`config.mk`:
```
export PLATFORM = sky130hd
export DESIGN_NAME = rename_table_flat
export DESIGN_NICKNAME = d
export VERILOG_FILES = /design/src/hw/core_cfg_pkg.sv /design/src/hw/uop_pkg.sv /design/src/hw/rename_if.sv /design/src/hw/rename_table.sv /design/src/flat_wrapper.sv
export SDC_FILE = /design/constraint.sdc
export NUM_CORES = 1
export LEC_CHECK = 0
export BUFFER_PORTS_ARGS = -buffer_cell sky130_fd_sc_hd__buf_2
export CAP_MARGIN = 5
export CORE_MARGIN = 5
export CORE_UTILIZATION = 50
export DETAILED_ROUTE_END_ITERATION = 8
export PLACE_DENSITY = 0.77
export SLEW_MARGIN = 15
export SYNTH_ARGS = -nofsm -noshare
export SYNTH_HDL_FRONTEND = slang
export SYNTH_SLANG_ARGS = --single-unit
```
`constraint.sdc`:
```
create_clock -name clk -period 2.7 [get_ports clk]
set_clock_uncertainty 0.1 [all_clocks]
set_input_delay 0.27 -clock clk [delete_from_list [all_inputs] [get_ports clk]]
set_output_delay 0.27 -clock clk [all_outputs]
set_load 0.01 [all_outputs]
```
`src/hw/core_cfg_pkg.sv`:
```
package core_cfg_pkg;

    // ~~~~~~~~~~~~~~~~~~~~~~~~~~~~~~~~~~~~~~~~~~~~~~~~~~~~~~~~~~~~~~~~~~~~~~~~~~~~
    // machine sizing
    // ~~~~~~~~~~~~~~~~~~~~~~~~~~~~~~~~~~~~~~~~~~~~~~~~~~~~~~~~~~~~~~~~~~~~~~~~~~~~
    localparam int XLEN      = 32;
    localparam int ARCH_REGS = 32;
    localparam int PHYS_REGS = 48;
    localparam int ROB_SIZE  = 32;
    localparam int NUM_UOPS  = 32;

    // tags beyond the initial identity mapping
    localparam int FREE_TAGS = PHYS_REGS - ARCH_REGS;

    // derived widths
    localparam int TAG_W     = $clog2(PHYS_REGS);
    localparam int ARCH_W    = $clog2(ARCH_REGS);
    localparam int ROB_W     = $clog2(ROB_SIZE);
    localparam int ROB_CNT_W = $clog2(ROB_SIZE + 1);
    localparam int UOP_W     = $clog2(NUM_UOPS);
    localparam int FL_W      = $clog2(FREE_TAGS);
    localparam int FL_CNT_W  = $clog2(FREE_TAGS + 1);

endpackage
```
`src/hw/uop_pkg.sv`:
```
package uop_pkg;

    // ~~~~~~~~~~~~~~~~~~~~~~~~~~~~~~~~~~~~~~~~~~~~~~~~~~~~~~~~~~~~~~~~~~~~~~~~~~~~
    // micro-op field types
    // ~~~~~~~~~~~~~~~~~~~~~~~~~~~~~~~~~~~~~~~~~~~~~~~~~~~~~~~~~~~~~~~~~~~~~~~~~~~~

    // physical register tag
    typedef logic [core_cfg_pkg::TAG_W-1:0] phys_tag_t;

    // architectural register index, 0 is the zero register
    typedef logic [core_cfg_pkg::ARCH_W-1:0] arch_idx_t;

    // reorder buffer slot
    typedef logic [core_cfg_pkg::ROB_W-1:0] rob_idx_t;

    // operand and result data
    typedef logic [core_cfg_pkg::XLEN-1:0] word_t;

    // opcode handed to issue
    typedef logic [core_cfg_pkg::UOP_W-1:0] uop_code_t;

    // program counter, same width as a data word
    typedef logic [core_cfg_pkg::XLEN-1:0] pc_t;

endpackage

```
`src/hw/rename_if.sv`:
```
`timescale 1ns/1ns

interface rename_if;

    logic                valid;
    logic                ready;
    uop_pkg::uop_code_t  uop;
    logic                eoi;
    logic                src1_rdy;
    logic                src2_rdy;
    uop_pkg::phys_tag_t  src1_tag;
    uop_pkg::phys_tag_t  src2_tag;
    uop_pkg::word_t      src1_val;
    uop_pkg::word_t      src2_val;
    uop_pkg::arch_idx_t  dest_arch;
    uop_pkg::phys_tag_t  dest_tag;
    uop_pkg::phys_tag_t  dest_oldtag;
    logic                has_dest;
    uop_pkg::word_t      imm;
    logic                use_imm;
    uop_pkg::pc_t        pc;
    logic                except;
    uop_pkg::rob_idx_t   rob_entry;

    // rename side
    modport src (
        output valid, uop, eoi, src1_rdy, src2_rdy, src1_tag, src2_tag,
               src1_val, src2_val, dest_arch, dest_tag, dest_oldtag, has_dest,
               imm, use_imm, pc, except, rob_entry,
        input  ready
    );

    // dispatch side
    modport dst (
        input  valid, uop, eoi, src1_rdy, src2_rdy, src1_tag, src2_tag,
               src1_val, src2_val, dest_arch, dest_tag, dest_oldtag, has_dest,
               imm, use_imm, pc, except, rob_entry,
        output ready
    );

endinterface

```
`src/hw/rename_table.sv`:
```
`timescale 1ns/1ns

module rename_table (
    input  logic               clk,
    input  logic               rst,
    input  logic               in_valid,
    input  uop_pkg::uop_code_t in_uop,
    input  logic               in_eoi,
    input  uop_pkg::arch_idx_t in_src1_arch,
    input  uop_pkg::arch_idx_t in_src2_arch,
    input  uop_pkg::arch_idx_t in_dest_arch,
    input  uop_pkg::word_t     in_imm,
    input  logic               in_use_imm,
    input  uop_pkg::pc_t       in_pc,
    input  logic               in_except,
    input  logic               rob_full,
    input  uop_pkg::rob_idx_t  rob_tail,
    input  logic               free_valid,
    input  uop_pkg::phys_tag_t free_tag,
    input  logic               rd1_rdy,
    input  uop_pkg::word_t     rd1_val,
    input  logic               rd2_rdy,
    input  uop_pkg::word_t     rd2_val,
    output logic               in_ready,
    output uop_pkg::phys_tag_t rd1_tag,
    output uop_pkg::phys_tag_t rd2_tag,
    output logic               alloc_valid,
    output uop_pkg::phys_tag_t alloc_tag,
    output logic               rob_alloc_valid,
    output logic               rob_has_dest,
    output uop_pkg::phys_tag_t rob_oldtag,
    rename_if.src              rn
);

    uop_pkg::phys_tag_t rat [core_cfg_pkg::ARCH_REGS];
    uop_pkg::phys_tag_t fl [core_cfg_pkg::FREE_TAGS];

    logic [core_cfg_pkg::FL_W-1:0]     fl_head;
    logic [core_cfg_pkg::FL_W-1:0]     fl_tail;
    logic [core_cfg_pkg::FL_CNT_W-1:0] fl_count;

    logic need_tag;
    logic tag_ok;
    logic fire;

    // x0 never gets a tag
    assign need_tag = (in_dest_arch != '0);
    assign tag_ok   = !need_tag || (fl_count != '0);

    assign rn.valid = in_valid && tag_ok;
    assign in_ready = rn.ready && tag_ok;
    assign fire     = rn.valid && rn.ready;

    // source lookup, prf answers combinationally
    assign rd1_tag = rat[in_src1_arch];
    assign rd2_tag = rat[in_src2_arch];

    assign rn.uop         = in_uop;
    assign rn.eoi         = in_eoi;
    assign rn.src1_tag    = rd1_tag;
    assign rn.src2_tag    = rd2_tag;
    assign rn.src1_rdy    = rd1_rdy;
    assign rn.src2_rdy    = rd2_rdy;
    assign rn.src1_val    = rd1_val;
    assign rn.src2_val    = rd2_val;
    assign rn.dest_arch   = in_dest_arch;
    assign rn.dest_tag    = fl[fl_head];
    assign rn.dest_oldtag = rat[in_dest_arch];
    assign rn.has_dest    = need_tag;
    assign rn.imm         = in_imm;
    assign rn.use_imm     = in_use_imm;
    assign rn.pc          = in_pc;
    assign rn.except      = in_except;
    assign rn.rob_entry   = rob_tail;

    assign alloc_valid     = fire && need_tag;
    assign alloc_tag       = fl[fl_head];
    assign rob_alloc_valid = fire;
    assign rob_has_dest    = need_tag;
    assign rob_oldtag      = rat[in_dest_arch];

    // ~~~~~~~~~~~~~~~~~~~~~~~~~~~~~~~~~~~~~~~~~~~~~~~~~~~~~~~~~~~~~~~~~~~~~~~~~~~~
    // alias table and free list
    // ~~~~~~~~~~~~~~~~~~~~~~~~~~~~~~~~~~~~~~~~~~~~~~~~~~~~~~~~~~~~~~~~~~~~~~~~~~~~
    always_ff @(posedge clk) begin
        if (rst) begin
            for (int i = 0; i < core_cfg_pkg::ARCH_REGS; i++) begin
                rat[i] <= uop_pkg::phys_tag_t'(i);
            end
            for (int i = 0; i < core_cfg_pkg::FREE_TAGS; i++) begin
                fl[i] <= uop_pkg::phys_tag_t'(core_cfg_pkg::ARCH_REGS + i);
            end
            fl_head  <= '0;
            fl_tail  <= '0;
            fl_count <= core_cfg_pkg::FL_CNT_W'(core_cfg_pkg::FREE_TAGS);
        end else begin
            if (alloc_valid) begin
                rat[in_dest_arch] <= fl[fl_head];
                fl_head           <= fl_head + 1'b1;
            end
            // committed tags go to the back
            if (free_valid) begin
                fl[fl_tail] <= free_tag;
                fl_tail     <= fl_tail + 1'b1;
            end
            if (free_valid && !alloc_valid) begin
                fl_count <= fl_count + 1'b1;
            end else if (alloc_valid && !free_valid) begin
                fl_count <= fl_count - 1'b1;
            end
        end
    end

endmodule

```
`src/flat_wrapper.sv`:
```
// flat-port wrapper written by rule: the top's interface ports become plain ports
module rename_table_flat 
  (clk, rst, in_valid, in_uop, in_eoi, in_src1_arch, in_src2_arch, in_dest_arch, in_imm, in_use_imm, in_pc, in_except, rob_full, rob_tail, free_valid, free_tag, rd1_rdy, rd1_val, rd2_rdy, rd2_val, in_ready, rd1_tag, rd2_tag, alloc_valid, alloc_tag, rob_alloc_valid, rob_has_dest, rob_oldtag, rn_valid, rn_uop, rn_eoi, rn_src1_rdy, rn_src2_rdy, rn_src1_tag, rn_src2_tag, rn_src1_val, rn_src2_val, rn_dest_arch, rn_dest_tag, rn_dest_oldtag, rn_has_dest, rn_imm, rn_use_imm, rn_pc, rn_except, rn_rob_entry, rn_ready);
  rename_if rn_i ();
  input  logic clk;
  input  logic rst;
  input  logic in_valid;
  input  uop_pkg::uop_code_t in_uop;
  input  logic in_eoi;
  input  uop_pkg::arch_idx_t in_src1_arch;
  input  uop_pkg::arch_idx_t in_src2_arch;
  input  uop_pkg::arch_idx_t in_dest_arch;
  input  uop_pkg::word_t in_imm;
  input  logic in_use_imm;
  input  uop_pkg::pc_t in_pc;
  input  logic in_except;
  input  logic rob_full;
  input  uop_pkg::rob_idx_t rob_tail;
  input  logic free_valid;
  input  uop_pkg::phys_tag_t free_tag;
  input  logic rd1_rdy;
  input  uop_pkg::word_t rd1_val;
  input  logic rd2_rdy;
  input  uop_pkg::word_t rd2_val;
  output logic in_ready;
  output uop_pkg::phys_tag_t rd1_tag;
  output uop_pkg::phys_tag_t rd2_tag;
  output logic alloc_valid;
  output uop_pkg::phys_tag_t alloc_tag;
  output logic rob_alloc_valid;
  output logic rob_has_dest;
  output uop_pkg::phys_tag_t rob_oldtag;
  output wire logic [$bits(rn_i.valid)-1:0] rn_valid;
  output wire logic [$bits(rn_i.uop)-1:0] rn_uop;
  output wire logic [$bits(rn_i.eoi)-1:0] rn_eoi;
  output wire logic [$bits(rn_i.src1_rdy)-1:0] rn_src1_rdy;
  output wire logic [$bits(rn_i.src2_rdy)-1:0] rn_src2_rdy;
  output wire logic [$bits(rn_i.src1_tag)-1:0] rn_src1_tag;
  output wire logic [$bits(rn_i.src2_tag)-1:0] rn_src2_tag;
  output wire logic [$bits(rn_i.src1_val)-1:0] rn_src1_val;
  output wire logic [$bits(rn_i.src2_val)-1:0] rn_src2_val;
  output wire logic [$bits(rn_i.dest_arch)-1:0] rn_dest_arch;
  output wire logic [$bits(rn_i.dest_tag)-1:0] rn_dest_tag;
  output wire logic [$bits(rn_i.dest_oldtag)-1:0] rn_dest_oldtag;
  output wire logic [$bits(rn_i.has_dest)-1:0] rn_has_dest;
  output wire logic [$bits(rn_i.imm)-1:0] rn_imm;
  output wire logic [$bits(rn_i.use_imm)-1:0] rn_use_imm;
  output wire logic [$bits(rn_i.pc)-1:0] rn_pc;
  output wire logic [$bits(rn_i.except)-1:0] rn_except;
  output wire logic [$bits(rn_i.rob_entry)-1:0] rn_rob_entry;
  input wire logic [$bits(rn_i.ready)-1:0] rn_ready;
  assign rn_valid = rn_i.valid;
  assign rn_uop = rn_i.uop;
  assign rn_eoi = rn_i.eoi;
  assign rn_src1_rdy = rn_i.src1_rdy;
  assign rn_src2_rdy = rn_i.src2_rdy;
  assign rn_src1_tag = rn_i.src1_tag;
  assign rn_src2_tag = rn_i.src2_tag;
  assign rn_src1_val = rn_i.src1_val;
  assign rn_src2_val = rn_i.src2_val;
  assign rn_dest_arch = rn_i.dest_arch;
  assign rn_dest_tag = rn_i.dest_tag;
  assign rn_dest_oldtag = rn_i.dest_oldtag;
  assign rn_has_dest = rn_i.has_dest;
  assign rn_imm = rn_i.imm;
  assign rn_use_imm = rn_i.use_imm;
  assign rn_pc = rn_i.pc;
  assign rn_except = rn_i.except;
  assign rn_rob_entry = rn_i.rob_entry;
  assign rn_i.ready = rn_ready;
  rename_table u_core (.clk(clk), .rst(rst), .in_valid(in_valid), .in_uop(in_uop), .in_eoi(in_eoi), .in_src1_arch(in_src1_arch), .in_src2_arch(in_src2_arch), .in_dest_arch(in_dest_arch), .in_imm(in_imm), .in_use_imm(in_use_imm), .in_pc(in_pc), .in_except(in_except), .rob_full(rob_full), .rob_tail(rob_tail), .free_valid(free_valid), .free_tag(free_tag), .rd1_rdy(rd1_rdy), .rd1_val(rd1_val), .rd2_rdy(rd2_rdy), .rd2_val(rd2_val), .in_ready(in_ready), .rd1_tag(rd1_tag), .rd2_tag(rd2_tag), .alloc_valid(alloc_valid), .alloc_tag(alloc_tag), .rob_alloc_valid(rob_alloc_valid), .rob_has_dest(rob_has_dest), .rob_oldtag(rob_oldtag), .rn(rn_i));
endmodule
```
==> reports/results.txt, run 1 <==
die width - 201 µm
vias in the first global route - 11816
Syn Std Cell Area - 18300 µm²
Seq/Total Area, Yosys - 49.1%
critical path fanouts, max - 3
RSZ-0062 raised after global routing - yes
critical path class - flop to output port
Remaining DRCs - 0
Worst path max stage delay - 0.61 ns
WL final - 50100 µm
CP arrival - 2.56 ns
die area - 40500 µm²
max cap viols - 0
Final Cycle Share - 108%
Final min period - 2.93 ns
crit start category - flop
CP required - 2.33 ns
Layout area overhead - 8.80%
Num CTS Buffers - 30
initial antenna violation count - 0
Worst VDD drop - 0.438 mV
vias per cell - 6.67
PortBufs - 84
worst-skew pair later-pin latency - 0.56 ns
Synth Flop Type - edfxtp_1
Finished Cell Area - 19900 µm²
Syn Area/Cell - 13.5 µm²
Post-DP HPWL - 33500 µm
violated checks - setup timing
GRT Overall Usage - 24.3%
setup ws final - -0.227 ns
worst reg-to-reg setup slack - 0.21 ns
routed len/inst - 28.3 µm
Detailed Routing Iterations Pass 1 - 5
synth warn - 0
grt ovf - 0
total core area - 36300 µm²
WHS Path Cells - 3
CP max stage cell - mux4_4
RD Place Congestion - 0.993
R2R depth - 8
CP Cell Sequence - mux4_4 > mux4_2 > mux2_4 > buf_6
largest net degree at the start of global routing - 69
register area - 8990 µm²
Synth Instances - 1351
crit end category - output port
FILL cells - 2780
die height - 201 µm
EDFF count, synth - 288
power consumption - 11.8 mW
worst-margin pin slew - 0.819 ns
Worst slew margin - 45.4%
Leakage Power - 6.65 nW
Initial Utilization - 50.3%
Cell Rows - 70
clock slew at reported path FFs - 0.06 ns
first-pass GRT wire length - 75300 µm
Final Setup Violations - 36
CTS tree - built
synth unique cells - 48
ys async rst share - 0%
CTS sink count - 305
H-Tree Level Count - 1
worst hold path type - input pin to flop
CTS max path bufs - 3
DR iter-0 viols - 1555
power per cell area - 592 nW/µm²
Final Hold Vio Count - 0
root cell of the clock tree - clkbuf_16
final slew viol count - 0
Routed Antenna Nets - 0
nets - 1463
dpl cell area - 18200 µm²
# IOs - 372
status - finished with violations
Core Util, Final - 54.8%
layout cell share with drive strength beyond 1 - 37.3%
# diodes - 0
fmax - 342 MHz
routed vias - 11828
Synth Register Bits - 305
Multi-input gate area - 7600 µm²
final timing paths:
path,startpoint,end
worst max-delay path,u_core.rat[7][0],rn_src2_tag[0]
worst max register to register,flop,u_core.rat[5][0]
worst min register to register,u_core.fl_count[4],u_core.fl_count[4]
worst min-delay path,free_valid,u_core.fl_tail[0]
final cells by class:
class | count | share of cell area (%)
multi-input combinational | 761 | 38.2
timing repair buffer | 168 | 8.30
inverter | 16 | 0.402
clock buffer | 40 | 4.01
sequential | 305 | 45.2
tap | 468 | 2.94
clock inverter | 16 | 0.968
what timing repair did:
action / in CTS / in global routing
setup endpoints to repair: 36 / 47
endpoints found under the hold margin: 0 / 0
pin swaps: 9 / 9
cloned: 8 / 0
gates resized for setup: 69 / 12
hold buffers: 0 / 0
buffers inserted: 14 / 5
logic make-up (layout without fill, tap and decap cells):
family	Yosys count	after routing	share of synthesized area (%)
other	1	6	0.0205
muxes	209	209	24.9
DFF	305	305	49.1
xor gates and xnor gates	8	8	0.383
buffers and inverters	290	240	10.2
AOI/OAI and AO/OA	46	46	1.92
adders and majority gates	11	11	0.793
and+or+nand+nor	481	481	12.7
critical path, delay by kind of cell, from the launching register on:
family   cells  cell delay, ns
flops        1            0.42
buf+inv      1            0.12
mux          3            1.45
layer usage:
metal  part of all wire [%]  GRT usage, %  up-vias
met4                    4.1          7.93        2
met1                     33          30.8     5804
li1                       -             -     4773
met5                  0.092         0.952        -
met3                     15          9.07      141
met2                     48          39.0     1108
synthesized netlist by cell type (all sizes together) (4+ instances only):
master / count / area (µm²)
a22oi: 24 / 180
nand2: 125 / 469
ha: 10 / 125
and3: 52 / 325
a21oi: 6 / 30.0
xor2: 5 / 43.8
or2: 50 / 313
nor2: 160 / 616
dfxtp: 17 / 340
nand4: 7 / 43.8
a22o: 12 / 105
buf: 218 / 1580
mux2i: 5 / 50.1
nand2b: 45 / 282
nand3b: 4 / 30.0
and2: 5 / 31.3
inv: 16 / 60.1
mux2: 12 / 135
mux4: 192 / 4370
nor3: 4 / 25.0
clkbuf: 54 / 203
edfxtp: 288 / 8650
nand3: 14 / 70.1
stage by stage:
stage	hold WS, ns	instances	setup TNS [ns]	worst slack [ns]
final	0.0308	1774	-4.50	-0.227
after global routing	0.0275	1774	-5.88	-0.262
after CTS	0.0248	1771	-4.85	-0.233
after detailed placement	0.416	1693	-0.0235	-0.0235
after global placement	0.408	1693	0	0.00954
after floorplan	0.318	1356	0	0.0151
sequential cells by signal (all words and copies together) (netlist names), named ones only:
name	flops
u_core.rat	192
u_core.fl_count	5
u_core.fl	96
u_core.fl_tail	4
u_core.fl_head	4
layout by cell type, fill, tap and decap left out, types with 8 or more instances in the layout:
cell and instances:
a22o_1 9, a22oi_1 16, a22oi_2 8, and3_1 52, buf_12 19, buf_2 48
buf_4 61, buf_6 34, clkbuf_1 9, clkbuf_16 30, dfxtp_1 16, edfxtp_1 288
ha_1 10, inv_1 10, mux2_4 12, mux4_1 8, mux4_2 182, nand2_1 125
nand2b_1 45, nand3_1 14, nor2_1 154, or2_2 50
report_power, final:
| group | switching (mW) | internal, mW |
|---|---|---|
| Clock | 1.78 | 2.46 |
| Sequential | 0.108 | 5.30 |
| Combinational | 1.12 | 1.02 |
(Power assumes the default switching activity.)
==> run 2: changes to the inputs <==
Settings changed: CORE_ASPECT_RATIO from default to 1.4.
==> reports/results.txt, run 2 (same netlist as run 1, synthesis figures left out) <==
status - finished with violations
violated checks - setup timing
met2 GRT Util - 43.2%
CP required - 2.33 ns
Remaining DRCs - 0
nets - 1476
setup ws final - -0.244 ns
Worst VDD drop - 0.510 mV
final slew viol count - 0
H-Tree Level Count - 1
layout cell share with drive strength beyond 1 - 37.8%
routed len/inst - 28.6 µm
Sum Neg Setup Slack - -6.14 ns
# diodes - 0
vias per cell - 6.55
root cell of the clock tree - clkbuf_16
routed vias - 11675
first-pass GRT wire length - 74700 µm
CP arrival - 2.57 ns
Initial Utilization - 50.2%
WHS Endpoint - u_core.fl[4][2]
Leakage Power - 6.75 nW
max reg flops - 192
fmax - 340 MHz
die width - 172 µm
grt ovf - 0
Worst path max stage delay - 0.57 ns
DR iter-0 viols - 1443
Final Setup Violations - 38
total core area - 36500 µm²
critical path fanouts, max - 3
crit start category - flop
worst reg-to-reg setup slack - 0.08 ns
Worst slew margin - 54.0%
Routed Antenna Nets - 0
power per cell area - 576 nW/µm²
WHS Path Cells - 2
largest reg by FF count - u_core.rat
largest net degree at the start of global routing - 56
worst-skew pair later-pin latency - 0.58 ns
Final min period - 2.94 ns
worst hold path type - input pin to flop
GRT Overall Usage - 24.7%
crit end category - output port
max cap viols - 0
Post-Layout Cell Count - 1782
GR Util met3 - 4.61%
cell total after placement - 1694
worst r2r dst - u_core.rat[31][5]
Cell Rows - 83
hold slack final - 0.0812 ns
Layout area overhead - 9.72%
Final Cycle Share - 109%
critical path class - flop to output port
die area - 40600 µm²
die height - 236 µm
Finished Cell Area - 20100 µm²
dpl cell area - 18200 µm²
Place WS - -0.0349 ns
power consumption - 11.6 mW
CTS max path bufs - 3
Final Hold Vio Count - 0
RSZ-0062 raised after global routing - yes
GR met1 Demand/Resource - 26.8%
CP Cell Sequence - mux4_2 > mux4_2 > mux2_4 > buf_6
Top Registers - u_core.rat x192, u_core.fl x96, u_core.fl_count x5
grt peak-use layer - met2
CTS sink count - 305
hold path start - free_tag[2]
Post-DP HPWL - 35500 µm
vias in the first global route - 11797
cell mode on critical path - mux4_2
most frequent cells in the layout - 288 x edfxtp_1, 183 x mux4_2, 154 x nor2_1
worst-margin pin slew - 0.689 ns
R2R depth - 10
Num CTS Buffers - 28
WL final - 50900 µm
# IOs - 372
CP max stage cell - mux4_2
RD Place Congestion - 0.984
Detailed Routing Iterations Pass 1 - 5
initial antenna violation count - 0
PortBufs - 84
CTS tree - built
clock slew at reported path FFs - 0.07 ns
leading cell type in the layout, fill and taps excluded - edfxtp_1
Core Util, Final - 55.1%
==> run 2: worst max-delay path by stage <==
stage | slack (ns) | from | depth (start not counted) | end
2_1_floorplan | 0.02 | in_dest_arch[4] | 11 | u_core.fl_count[4]
3_3_place_gp | 0.02 | in_dest_arch[4] | 12 | u_core.fl_count[4]
3_5_place_dp | -0.03 | in_dest_arch[4] | 12 | u_core.fl_count[4]
4_1_cts | -0.22 | u_core.rat[27][3] | 4 | rn_src2_tag[3]
5_1_grt | -0.24 | u_core.rat[31][1] | 4 | rd1_tag[1]
6_report | -0.24 | u_core.rat[27][3] | 4 | rn_src2_tag[3]
==> run 2: metal layers <==
layer	wire [µm]	vias up
li1	-	4795
met2	26600	895
met1	15200	5750
met4	4140	2
met5	36	-
met3	4970	233
==> run 2: critical path, delay by kind of cell (launching register included) <==
| kind | cells | cell delay, ns |
|---|---|---|
| buffers and inverters | 1 | 0.12 |
| DFF | 1 | 0.49 |
| muxes | 3 | 1.39 |
==> run 2: cell type report <==
| class | count | area, µm² |
|---|---|---|
| fill | 2778 | 16400 |
| sequential | 305 | 8990 |
| multi-input combinational | 761 | 7590 |
| timing repair buffer | 183 | 1910 |
| clock buffer | 34 | 776 |
| tap | 467 | 584 |
| clock inverter | 16 | 129 |
| inverter | 16 | 82.6 |
==> run 2: repair_timing <==
item,4_1_cts,5_1_grt
gates cloned,9,0
hold endpoints to repair,4,0
pin swaps,9,7
setup endpoints to repair,36,39
hold buffers,3,0
setup buffers,15,11
gates resized for setup,67,17
==> run 2: power by group <==
group          switching [mW]  total (mW)  internal [mW]
combinational            1.11        2.22           1.11
sequential              0.111        5.41           5.29
clock                    1.77        3.93           2.16
