--- src/hw/core_cfg_pkg.sv ---
package core_cfg_pkg;

    // ~~~~~~~~~~~~~~~~~~~~~~~~~~~~~~~~~~~~~~~~~~~~~~~~~~~~~~~~~~~~~~~~~~~~~~~~~~~~
    // machine sizing
    // ~~~~~~~~~~~~~~~~~~~~~~~~~~~~~~~~~~~~~~~~~~~~~~~~~~~~~~~~~~~~~~~~~~~~~~~~~~~~
    localparam int XLEN      = 32;
    localparam int ARCH_REGS = 32;
    localparam int PHYS_REGS = 48;
    localparam int ROB_SIZE  = 32;
    localparam int NUM_UOPS  = 32;

    // tags beyond the initial identity mapping
    localparam int FREE_TAGS = PHYS_REGS - ARCH_REGS;

    // derived widths
    localparam int TAG_W     = $clog2(PHYS_REGS);
    localparam int ARCH_W    = $clog2(ARCH_REGS);
    localparam int ROB_W     = $clog2(ROB_SIZE);
    localparam int ROB_CNT_W = $clog2(ROB_SIZE + 1);
    localparam int UOP_W     = $clog2(NUM_UOPS);
    localparam int FL_W      = $clog2(FREE_TAGS);
    localparam int FL_CNT_W  = $clog2(FREE_TAGS + 1);

endpackage
--- src/hw/uop_pkg.sv ---
package uop_pkg;

    // ~~~~~~~~~~~~~~~~~~~~~~~~~~~~~~~~~~~~~~~~~~~~~~~~~~~~~~~~~~~~~~~~~~~~~~~~~~~~
    // micro-op field types
    // ~~~~~~~~~~~~~~~~~~~~~~~~~~~~~~~~~~~~~~~~~~~~~~~~~~~~~~~~~~~~~~~~~~~~~~~~~~~~

    // physical register tag
    typedef logic [core_cfg_pkg::TAG_W-1:0] phys_tag_t;

    // architectural register index, 0 is the zero register
    typedef logic [core_cfg_pkg::ARCH_W-1:0] arch_idx_t;

    // reorder buffer slot
    typedef logic [core_cfg_pkg::ROB_W-1:0] rob_idx_t;

    // operand and result data
    typedef logic [core_cfg_pkg::XLEN-1:0] word_t;

    // opcode handed to issue
    typedef logic [core_cfg_pkg::UOP_W-1:0] uop_code_t;

    // program counter, same width as a data word
    typedef logic [core_cfg_pkg::XLEN-1:0] pc_t;

endpackage

--- src/hw/rob_alloc.sv ---
`timescale 1ns/1ns

module rob_alloc (
    input  logic               clk,
    input  logic               rst,
    input  logic               alloc_valid,
    input  logic               has_dest,
    input  uop_pkg::phys_tag_t oldtag,
    input  logic               commit_valid,
    output logic               full,
    output uop_pkg::rob_idx_t  tail,
    output logic               free_valid,
    output uop_pkg::phys_tag_t free_tag
);

    uop_pkg::rob_idx_t head;
    logic [core_cfg_pkg::ROB_CNT_W-1:0] count;

    // per-entry bookkeeping for tag release
    logic               ent_has_dest [core_cfg_pkg::ROB_SIZE];
    uop_pkg::phys_tag_t ent_oldtag [core_cfg_pkg::ROB_SIZE];

    logic retire;

    // commit on an empty rob does nothing
    assign retire     = commit_valid && (count != '0);
    assign full       = (count == core_cfg_pkg::ROB_CNT_W'(core_cfg_pkg::ROB_SIZE));
    assign free_valid = retire && ent_has_dest[head];
    assign free_tag   = ent_oldtag[head];

    always_ff @(posedge clk) begin
        if (alloc_valid) begin
            ent_has_dest[tail] <= has_dest;
            ent_oldtag[tail]   <= oldtag;
        end
    end

    always_ff @(posedge clk) begin
        if (rst) begin
            head  <= '0;
            tail  <= '0;
            count <= '0;
        end else begin
            if (alloc_valid) begin
                tail <= tail + 1'b1;
            end
            if (retire) begin
                head <= head + 1'b1;
            end
            if (alloc_valid && !retire) begin
                count <= count + 1'b1;
            end else if (retire && !alloc_valid) begin
                count <= count - 1'b1;
            end
        end
    end

endmodule

--- config.mk ---
export PLATFORM = sky130hd
export DESIGN_NAME = rob_alloc
export DESIGN_NICKNAME = d
export VERILOG_FILES = /design/src/hw/core_cfg_pkg.sv /design/src/hw/uop_pkg.sv /design/src/hw/rob_alloc.sv
export SDC_FILE = /design/constraint.sdc
export NUM_CORES = 1
export LEC_CHECK = 0
export BUFFER_PORTS_ARGS = -buffer_cell sky130_fd_sc_hd__buf_4
export CAP_MARGIN = 20
export CORE_MARGIN = 2
export CORE_UTILIZATION = 55
export DETAILED_ROUTE_END_ITERATION = 6
export PLACE_DENSITY = 0.69
export SLEW_MARGIN = 15
export SYNTH_ARGS = -nofsm -noshare
export SYNTH_HDL_FRONTEND = slang
export SYNTH_SLANG_ARGS = --single-unit
export TNS_END_PERCENT = 1
--- constraint.sdc ---
create_clock -name clk -period 3.61 [get_ports clk]
set_input_delay 0.9025 -clock clk [delete_from_list [all_inputs] [get_ports clk]]
set_output_delay 0.9025 -clock clk [all_outputs]
set_load 0.05 [all_outputs]
==> reports/metrics.yaml, run 1 <==
run_status:
  status: "finished clean"
clock_tree:
  clk_pin_slew_ps: 60
  h-tree-depth: 1
  clk-insertion-delay-late_ps: 510
  cts.sinks: 245
  cts_tree: "done"
  postCtsHoldBufs: 0
  cts_buffer_depth: 3
  cts_root_buf: "clkbuf_16"
  numCtsBuffers: 24
route:
  drcViolationCount: 0
  vias_per_cell: 6.11
  vias: 4821
  drt-total-wl_um: 19700
  antenna_left: 0
  drt_iter0_drc: 513
  wire_per_inst_um: 25.0
  first_pass_iters: 5
die:
  fp.dieW_um: 138
  fp.dieH_um: 138
  core_um2: 17400
  die_area_um2: 18900
  io_pins: 24
  start_util: 0.565
  rows: 48
yosys:
  netlist_top_cells_count: "edfxtp_1, nor2_1, mux4_2"
  synth_top_family_by_area: "multiplexers"
  synth_nets: 532
  synth_area_leaders: "edfxtp_1, mux4_2, dfxtp_1, mux4_1, nor2_1"
  synth_edf_count: 224
  yosys.area_share.simple: 0.0494
  synth-adder-area-share: 0.0161
  post-synth-top-area-fraction: 0.686
  ys_seq_elements: 245
  yosysTopAreaCell: "edfxtp_1"
  muxShareOfSynthArea: 0.164
  async_flop_share: 0
  synth_seq_area_share: 0.729
  avgSynthCellArea_um2: 19.3
  synth_warnings: 0
  synth_compound_area_frac: 0.0163
  yosys.cell_count.top_type: "edfxtp_1"
  syn_area_um2: 9810
  syn_inst: 509
  synth_xor_area_frac: 0.00804
  synth_flop_cell: "edfxtp_1"
  synthDistinctLibCells: 43
power:
  seqPwrFrac: 0.441
  p_sw_frac: 0.263
  power_frac_clock: 0.337
  powerDensity_nw_per_um2: 669
  power.leakage_nw: 3.52
  p_sw_mw: 1.94
  internal_power_mw: 5.45
  ir_drop_uv: 457
  comb_power_share: 0.222
place:
  pre_cts_slack_ps: 472
  place_congestion: 0.738
  dpl_cell_area_um2: 10200
  hpwl_um: 12100
  portBuffers: 23
sta:
  post-route-min-period_ps: 3550
  tightest_slew_ps: 951
  finalHoldViolations: 0
  rsz0062_at_grt: "true"
  timing.final.ws_setup_ps: 60.1
  relSlewSlack: 0.364
  fmax_mhz: 282
  finalMaxSlewViolations: 0
  skew_ps: 11.4
  tns_ps: 0
  setup_viol: 0
  hold_ws_ps: 491
  post-route-period-util: 0.983
critical_path:
  worst_setup_path_start_kind: "flop"
  critPathTopFamily: "multiplexers"
  arrival_ps: 2650
  worstSetupEndpointType: "output pin"
  critPathKind: "reg -> out"
  cp_data_required_time_ps: 2710
  critPathMostFrequentCell: "buf_4"
  slowest_delay_ps: 630
  cp_max_fo: 6
  cp_num_cells: 6
  cp.buffers_inverters: 2
  cp_cell_sequence: "buf_4, mux4_1, mux4_2, nand2_1, o211ai_1, buf_4"
  r2r_cells: 11
  critPathSlowestCell: "mux4_1"
layout:
  area_growth_pct: 12.7
  diodes: 0
  fin_nets: 569
  final_area_um2: 11100
  drive_gt1_frac: 0.236
  final_util: 0.637
job:
  maxCapViolCount: 0
global_route:
  met3_usage: 0.0386
  grt_pass1_wl_um: 29800
  grt_antenna_before_repair: 0
  overflow: 0
  track_usage: 0.220
  grtUsageMet1: 0.322
  gr-max-usage-layer: "met2"
  first_global_vias: 4886
  grt_max_degree: 33
  use_met2: 0.358
worst_hold_path:
  hold_depth: 2
  hold_class: "reg -> reg"
layer usage:
metal / wire, um / part of all wire
met5: 0 / 0
met4: 230 / 0.012
met3: 1200 / 0.061
met2: 9730 / 0.49
met1: 8540 / 0.43
flip-flops by register name, summed over array words and instances (netlist names), named ones only:
register and count:
count 6, tail 5, ent_has_dest 32, ent_oldtag 192, head 5
worst reg2reg max path: stages, from the launching register on:
cell and delay [ps]:
dfxtp_1 340, or4_1 580, o31a_1 270, inv_1 70, ha_1 300, inv_1 190, ha_1 320, nor2b_1 140
o21a_1 180, o21ai_0 150, or3b_2 450, a21oi_1 150
through the flow:
step	std cells	power (mW)
global placement	741	4.87
CTS	788	7.41
global route	789	7.68
floorplan	509	4.50
finish	789	7.40
detailed placement	741	4.91
layout make-up:
type                       count  area, um^2
clock buffer                  32         652
timing repair buffer          36         317
multi-input combinational    233        2490
fill                        1167        6300
inverter                       6        22.5
sequential                   245        7150
tap                          225         282
clock inverter                12         140
worst paths after layout:
check	from	to	slack (ps)
worst min register to register	count[4]$_SDFFE_PP0P_	count[4]$_SDFFE_PP0P_	490
worst min-delay path	count[4]$_SDFFE_PP0P_	count[4]$_SDFFE_PP0P_	490
worst max register to register	count[0]$_SDFFE_PP0P_	count[4]$_SDFFE_PP0P_	400
worst max-delay path	flop	free_tag[0]	60
placed cells by master, fill, tap and decap left out, types with 3 or more instances in the layout:
| cell type | instances |
|---|---|
| edfxtp_1 | 224 |
| nor2_1 | 55 |
| mux4_2 | 51 |
| buf_4 | 32 |
| nand2_1 | 30 |
| clkbuf_16 | 26 |
| dfxtp_1 | 19 |
| mux4_1 | 11 |
| ha_1 | 11 |
| mux2i_1 | 8 |
| mux2_2 | 8 |
| xor2_1 | 7 |
| clkbuf_1 | 7 |
| inv_1 | 6 |
| o211ai_1 | 6 |
| a21oi_1 | 5 |
| clkinv_1 | 4 |
| nand3_1 | 3 |
| o21ai_0 | 3 |
| nand4_1 | 3 |
| nor3_1 | 3 |
| bufinv_16 | 3 |
cells by family (layout without fill, tap and decap cells):
kind of cell	after synthesis	count (layout)
multiplexers	78	78
XOR/XNOR	9	9
buffers and inverters	31	86
AO/OA/AOI/OAI	24	24
AND/OR/NAND/NOR	110	110
flip-flops	245	245
adder cells (fa/ha/maj)	12	12
power by group through the flow:
| stage | sequential, mW | combinational [mW] | clock, mW |
|---|---|---|---|
| finish | 3.26 | 1.64 | 2.50 |
| detailed placement | 3.33 | 1.58 | 0 |
| floorplan | 3.26 | 1.23 | 0 |
| global placement | 3.32 | 1.54 | 0 |
| CTS | 3.25 | 1.63 | 2.53 |
| global route | 3.27 | 1.77 | 2.65 |
repair_timing:
item / CTS / global route
buffers inserted: 3 / 0
endpoints found under the setup margin: 6 / 4
resized for setup: 1 / 1
gates cloned: 0 / 1
Note: power is estimated with default switching activity, not from simulation.
==> run 2: changes to the inputs <==
BUFFER_PORTS_ARGS = default   (was -buffer_cell sky130_fd_sc_hd__buf_4)
CTS_BUF_LIST = sky130_fd_sc_hd__clkbuf_8   (was default)
DONT_BUFFER_PORTS = 1   (was default)
PLACE_DENSITY = 0.67   (was 0.69)
==> run 2 against run 1 <==
Against the previous run:
- die area is the same
- sequential power is essentially flat
- highest routed layer unchanged
- hold slack got worse by 50 ps
- cell count up 1.9%
- cell area down 1.1%
- power shrank 5.0%
- critical endpoint is now free_tag[1]
- first-iteration DRC count down 25%
- largest power group unchanged
==> reports/metrics.yaml, run 2 (synthesis results as in run 1) <==
worst_hold_path:
  hold_class: "in -> reg"  # was reg -> reg
  worstHoldStart: "rst"  # was count[4]$_SDFFE_PP0P_
  min_to: "tail[2]$_SDFFE_PP0P_"  # was count[4]$_SDFFE_PP0P_
  hold_depth: 1  # was 2
layout:
  regMostFlops: "ent_oldtag"  # unchanged
  nFillCells: 1233  # was 1167
  final_area_um2: 10900  # was 11100 um^2
  fin_nets: 576  # was 569
  largestRegisters: "ent_oldtag: 192 flops, ent_has_dest: 32 flops, count: 6 flops"  # unchanged
  final_cells: 804  # was 789
  drive_gt1_frac: 0.256  # was 0.236
  final_util: 0.630  # was 0.637
  area_growth_pct: 11.5  # was 12.7%
  layout_commonest_cell: "edfxtp_1"  # unchanged
  seqCellArea_um2: 7150  # unchanged
  final_cell_mix: "edfxtp_1, mux4_2, nor2_1"  # was edfxtp_1, nor2_1, mux4_2
  multiInputGateArea_um2: 2480  # was 2490 um^2
  diodes: 0  # unchanged
  largest_register_ffs: 192  # unchanged
power:
  ir_drop_uv: 461  # was 457 uV
  power.leakage_nw: 3.51  # was 3.52 nW
  seqPwrFrac: 0.464  # was 0.441
  power_frac_clock: 0.296  # was 0.337
  comb_power_share: 0.239  # was 0.222
  powerDensity_nw_per_um2: 643  # was 669 nW/um^2
  power.total_mw: 7.03  # was 7.40 mW
  p_sw_frac: 0.269  # was 0.263
  p_sw_mw: 1.89  # was 1.94 mW
  internal_power_mw: 5.14  # was 5.45 mW
global_route:
  grt_antenna_before_repair: 0  # unchanged
  grt_pass1_wl_um: 29500  # was 29800 um
  overflow: 0  # unchanged
  first_global_vias: 5056  # was 4886
  grt_max_degree: 33  # unchanged
  track_usage: 0.221  # was 0.220
die:
  start_util: 0.565  # unchanged
  fp.dieW_um: 138  # unchanged
  rows: 48  # unchanged
  io_pins: 24  # unchanged
  core_um2: 17400  # unchanged
  die_area_um2: 18900  # unchanged
  fp.dieH_um: 138  # unchanged
sta:
  rsz0062_at_grt: "false"  # was true
  relSlewSlack: 0.356  # was 0.364
  fmax_mhz: 282  # about the same
  setup_viol: 0  # unchanged
  tns_ps: 0  # unchanged
  finalHoldViolations: 0  # unchanged
  post-route-period-util: 0.981  # was 0.983
  tightest_slew_ps: 965  # was 951 ps
  post-route-min-period_ps: 3540  # was 3550 ps
  finalMaxSlewViolations: 0  # unchanged
  skew_ps: 25.2  # was 11.4 ps
clock_tree:
  postCtsHoldBufs: 0  # unchanged
  cts.sinks: 245  # unchanged
  cts_tree: "done"  # unchanged
  h-tree-depth: 2  # was 1
  numCtsBuffers: 38  # was 24
  clk-insertion-delay-late_ps: 520  # was 510 ps
  clk_pin_slew_ps: 60  # about the same
  cts_buffer_depth: 3  # unchanged
  cts_root_buf: "clkbuf_8"  # was clkbuf_16
critical_path:
  arrival_ps: 2640  # was 2650 ps
  rr_endpoint: "count[4]$_SDFFE_PP0P_"  # unchanged
  r2r_cells: 11  # unchanged
  worstSetupEndpointType: "output pin"  # unchanged
  reg2reg_from: "count[0]$_SDFFE_PP0P_"  # unchanged
  cp_max_fo: 12  # was 6
  reg2reg_slack_ps: 460  # was 400 ps
  critPathKind: "reg -> out"  # unchanged
  cp_data_required_time_ps: 2710  # about the same
  worst_setup_path_start_kind: "flop"  # unchanged
route:
  antenna_left: 0  # unchanged
  drt-total-wl_um: 19600  # was 19700 um
  drt_iter0_drc: 384  # was 513
  vias: 4769  # was 4821
  wire_per_inst_um: 24.4  # was 25.0 um
  drcViolationCount: 0  # unchanged
  vias_per_cell: 5.93  # was 6.11
  first_pass_iters: 5  # unchanged
place:
  hpwl_um: 12300  # was 12100 um
  portBuffers: 0  # was 23
  dpl_cell_area_um2: 10100  # was 10200 um^2
  dp_cells: 730  # was 741
  place_congestion: 0.779  # was 0.738
job:
  maxCapViolCount: 0  # unchanged
run_status:
  status: "finished clean"  # unchanged
## run 2: stage by stage
step	setup slack, ps	hold slack [ps]
after global routing	1.09	411
after floorplan	156	462
after CTS	29.1	410
after detailed placement	498	489
after global placement	530	481
final	69.4	440
## run 2: cell type report
class	count	area share
Tap cell	225	0.0258
Timing Repair Buffer	29	0.0279
Multi-Input combinational cell	233	0.227
Sequential cell	245	0.655
Clock inverter	26	0.0122
Clock buffer	40	0.0504
Inverter	6	0.00206
## run 2: timing repair
item | in CTS | in global routing
buffers inserted | 3 | 4
gates cloned | 0 | 1
endpoints found under the setup margin | 6 | 7
resized for setup | 0 | 8
## run 2: routing by layer
layer,part of all wire,wire (um),global-route usage
met1,0.41,8030,0.292
met2,0.50,9810,0.363
met3,0.075,1480,0.0673
met4,0.014,276,0.0596
met5,0,0,0
## run 2: worst max-delay path, cell delays in order (launching register included)
cell,delay (ps)
dfxtp_4,430
buf_12,180
mux4_1,570
mux4_2,490
nand2_1,150
o211ai_1,100
buf_4,200
## run 2: worst max-delay path by stage
stage                                      from                     to  depth (start not counted)
final                                      flop            free_tag[1]                          6
after global routing                       flop            free_tag[1]                          6
after CTS                                  flop            free_tag[5]                          6
after detailed placement  count[0]$_SDFFE_PP0P_  count[4]$_SDFFE_PP0P_                         11
after global placement                     flop            free_tag[5]                          7
after floorplan                    commit_valid             free_valid                          4
## run 2: power groups by stage
stage	sequential (mW)	combinational, mW	clock (mW)
detailed placement	3.34	1.55	0
global route	3.27	1.82	2.26
global placement	3.33	1.52	0
floorplan	3.26	1.23	0
finish	3.26	1.68	2.08
CTS	3.26	1.63	2.13
==> run 3: changes to the inputs <==
clock period = 3.6 ns   (was 3.61 ns; I/O delays follow)
==> run 3 against run 2 <==
Against the previous run:
- first-iteration DRC count grew 3.4%
- clock power grew 3%
- wire length grew 0.82%
- core utilization grew 0.087 points
- combinational power shrank 2%
- cell count grew 0.25%
- clock skew shrank 8.6 ps
- register-to-register slack lost 80 ps
- non-clock buffer count shrank 3
- die area is the same
- largest power group unchanged
==> reports/metrics.yaml, run 3 (synthesis results as in run 1) <==
layout:
  layout_commonest_cell: "edfxtp_1"  # unchanged
  regMostFlops: "ent_oldtag"  # unchanged
  largest_register_ffs: 192  # unchanged
  final_util: 0.631  # was 0.630
  fin_nets: 574  # was 576
  final_cell_mix: "edfxtp_1, nor2_1, mux4_2"  # was edfxtp_1, mux4_2, nor2_1
  area_growth_pct: 11.6  # was 11.5%
  diodes: 0  # unchanged
  drive_gt1_frac: 0.256  # about the same
  nFillCells: 1193  # was 1233
  largestRegisters: "ent_oldtag: 192 flops, ent_has_dest: 32 flops, count: 6 flops"  # unchanged
place:
  portBuffers: 0  # unchanged
  place_congestion: 0.801  # was 0.779
  hpwl_um: 12400  # was 12300 um
run_status:
  status: "finished clean"  # unchanged
power:
  power.leakage_nw: 3.52  # was 3.51 nW
  ir_drop_uv: 423  # was 461 uV
  powerDensity_nw_per_um2: 644  # was 643 nW/um^2
route:
  antenna_left: 0  # unchanged
  wire_per_inst_um: 24.5  # was 24.4 um
  drt_iter0_drc: 397  # was 384
  vias: 4799  # was 4769
  vias_per_cell: 5.95  # was 5.93
  drcViolationCount: 0  # unchanged
  drt-total-wl_um: 19700  # was 19600 um
  first_pass_iters: 5  # unchanged
critical_path:
  critPathSlowestCell: "mux4_2"  # was mux4_1
  worstSetupEndpointType: "output pin"  # unchanged
  reg2reg_slack_ps: 380  # was 460 ps
  reg2reg_from: "count[0]$_SDFFE_PP0P_"  # unchanged
  critPathTopFamily: "multiplexers"  # unchanged
  rr_endpoint: "count[4]$_SDFFE_PP0P_"  # unchanged
  cp_max_fo: 12  # unchanged
  arrival_ps: 2630  # was 2640 ps
  critPathKind: "reg -> out"  # unchanged
  slowest_delay_ps: 530  # was 570 ps
  cp_cell_sequence: "buf_12, buf_4, mux4_2, mux4_2, nand2_2, o211ai_1, buf_4"  # was buf_12, mux4_1, mux4_2, nand2_1, o211ai_1, buf_4
  cp.buffers_inverters: 3  # was 2
  worst_setup_path_start_kind: "flop"  # unchanged
  r2r_cells: 11  # unchanged
  cp_data_required_time_ps: 2700  # was 2710 ps
clock_tree:
  numCtsBuffers: 39  # was 38
  clk_pin_slew_ps: 60  # about the same
  cts.sinks: 245  # unchanged
  cts_buffer_depth: 3  # unchanged
  cts_tree: "done"  # unchanged
  clk-insertion-delay-late_ps: 520  # about the same
  cts_root_buf: "clkbuf_8"  # unchanged
  h-tree-depth: 2  # unchanged
sta:
  fmax_mhz: 283
  setup_viol: 0  # unchanged
  finalMaxSlewViolations: 0  # unchanged
  rsz0062_at_grt: "true"  # was false
  post-route-min-period_ps: 3530
  tns_ps: 0  # unchanged
  relSlewSlack: 0.364  # was 0.356
  post-route-period-util: 0.982
  tightest_slew_ps: 953  # was 965 ps
  skew_ps: 16.6  # was 25.2 ps
  finalHoldViolations: 0  # unchanged
global_route:
  grt_pass1_wl_um: 30100  # was 29500 um
  track_usage: 0.226  # was 0.221
  first_global_vias: 4959  # was 5056
  grt_max_degree: 33  # unchanged
  grt_antenna_before_repair: 0  # unchanged
  overflow: 0  # unchanged
job:
  maxCapViolCount: 0  # unchanged
worst_hold_path:
  hold_class: "in -> reg"  # unchanged
  hold_depth: 1  # unchanged
  min_to: "count[3]$_SDFFE_PP0P_"  # was tail[2]$_SDFFE_PP0P_
  worstHoldStart: "rst"  # unchanged
die:
  core_um2: 17400  # unchanged
  fp.dieW_um: 138  # unchanged
  die_area_um2: 18900  # unchanged
  rows: 48  # unchanged
  fp.dieH_um: 138  # unchanged
  io_pins: 24  # unchanged
  start_util: 0.565  # unchanged
==> run 3: cell types whose count changed in the layout (fill, tap and decap cells not counted), moves of 2 or more <==
| cell | previous run | this run |
|---|---|---|
| nand2_2 | 1 | 3 |
| clkbuf_8 | 40 | 44 |
| mux4_1 | 6 | 10 |
| buf_4 | 23 | 21 |
| inv_1 | 21 | 18 |
| clkinv_2 | 5 | 7 |
| nand2_1 | 29 | 27 |
| clkinv_1 | 4 | 6 |
| mux4_2 | 56 | 52 |
==> run 3: final cells by class <==
class / count / area (um^2) / area share
Multi-Input combinational cell: 233 / 2510 / 0.229
Clock buffer: 44 / 606 / 0.0553
Tap cell: 225 / 282 / 0.0257
Sequential cell: 245 / 7150 / 0.654
Inverter: 6 / 22.5 / 0.00206
Timing Repair Buffer: 26 / 256 / 0.0234
Clock inverter: 27 / 119 / 0.0109
==> run 3: metrics by stage <==
| step | instance area (um^2) | total power [mW] | instances | hold WS [ps] | worst slack, ps |
|---|---|---|---|---|---|
| final | 10900 | 7.05 | 806 | 446 | 65.4 |
| after global routing | 10900 | 7.38 | 806 | 416 | -13.3 |
| after CTS | 10900 | 7.06 | 801 | 416 | 28.7 |
| after detailed placement | 10100 | 4.89 | 728 | 488 | 431 |
| after global placement | 10100 | 4.85 | 728 | 481 | 516 |
| after floorplan | 9810 | 4.51 | 509 | 462 | 151 |
==> run 3: where the power goes <==
part	switching (mW)	internal (mW)	total, mW
clock network	1.02	1.13	2.14
logic	0.802	0.835	1.64
registers	0.0933	3.18	3.27
total	1.91	5.14	7.05
==> run 3: worst max-delay path by stage <==
stage	to	slack [ps]	cells past startpoint
4_1_cts	free_tag[2]	30	6
5_1_grt	free_tag[0]	-10	6
2_1_floorplan	free_valid	150	4
3_3_place_gp	free_tag[2]	520	7
3_5_place_dp	count[4]$_SDFFE_PP0P_	430	11
6_report	free_tag[3]	70	7
==> run 3: timing repair <==
action | in CTS | in global routing
pin swaps | 0 | 0
setup endpoints to repair | 6 | 5
buffers inserted | 2 | 5
gates resized for setup | 2 | 6
hold buffers | 0 | 0
==> run 3: worst reg2reg max path, delay by kind of cell, from the launching register on <==
kind | cells | cell delay (ps)
AO/OA/AOI/OAI | 4 | 780
adder cells (fa/ha/maj) | 2 | 630
buffers and inverters | 2 | 260
flip-flops | 1 | 340
AND/OR/NAND/NOR | 3 | 1170
==> run 3: layer usage <==
layer	global-route usage	routed length [um]	share of wire
met5	0	0	0
met2	0.372	9800	0.50
met4	0.0704	456	0.023
met1	0.301	8000	0.41
met3	0.0552	1490	0.075
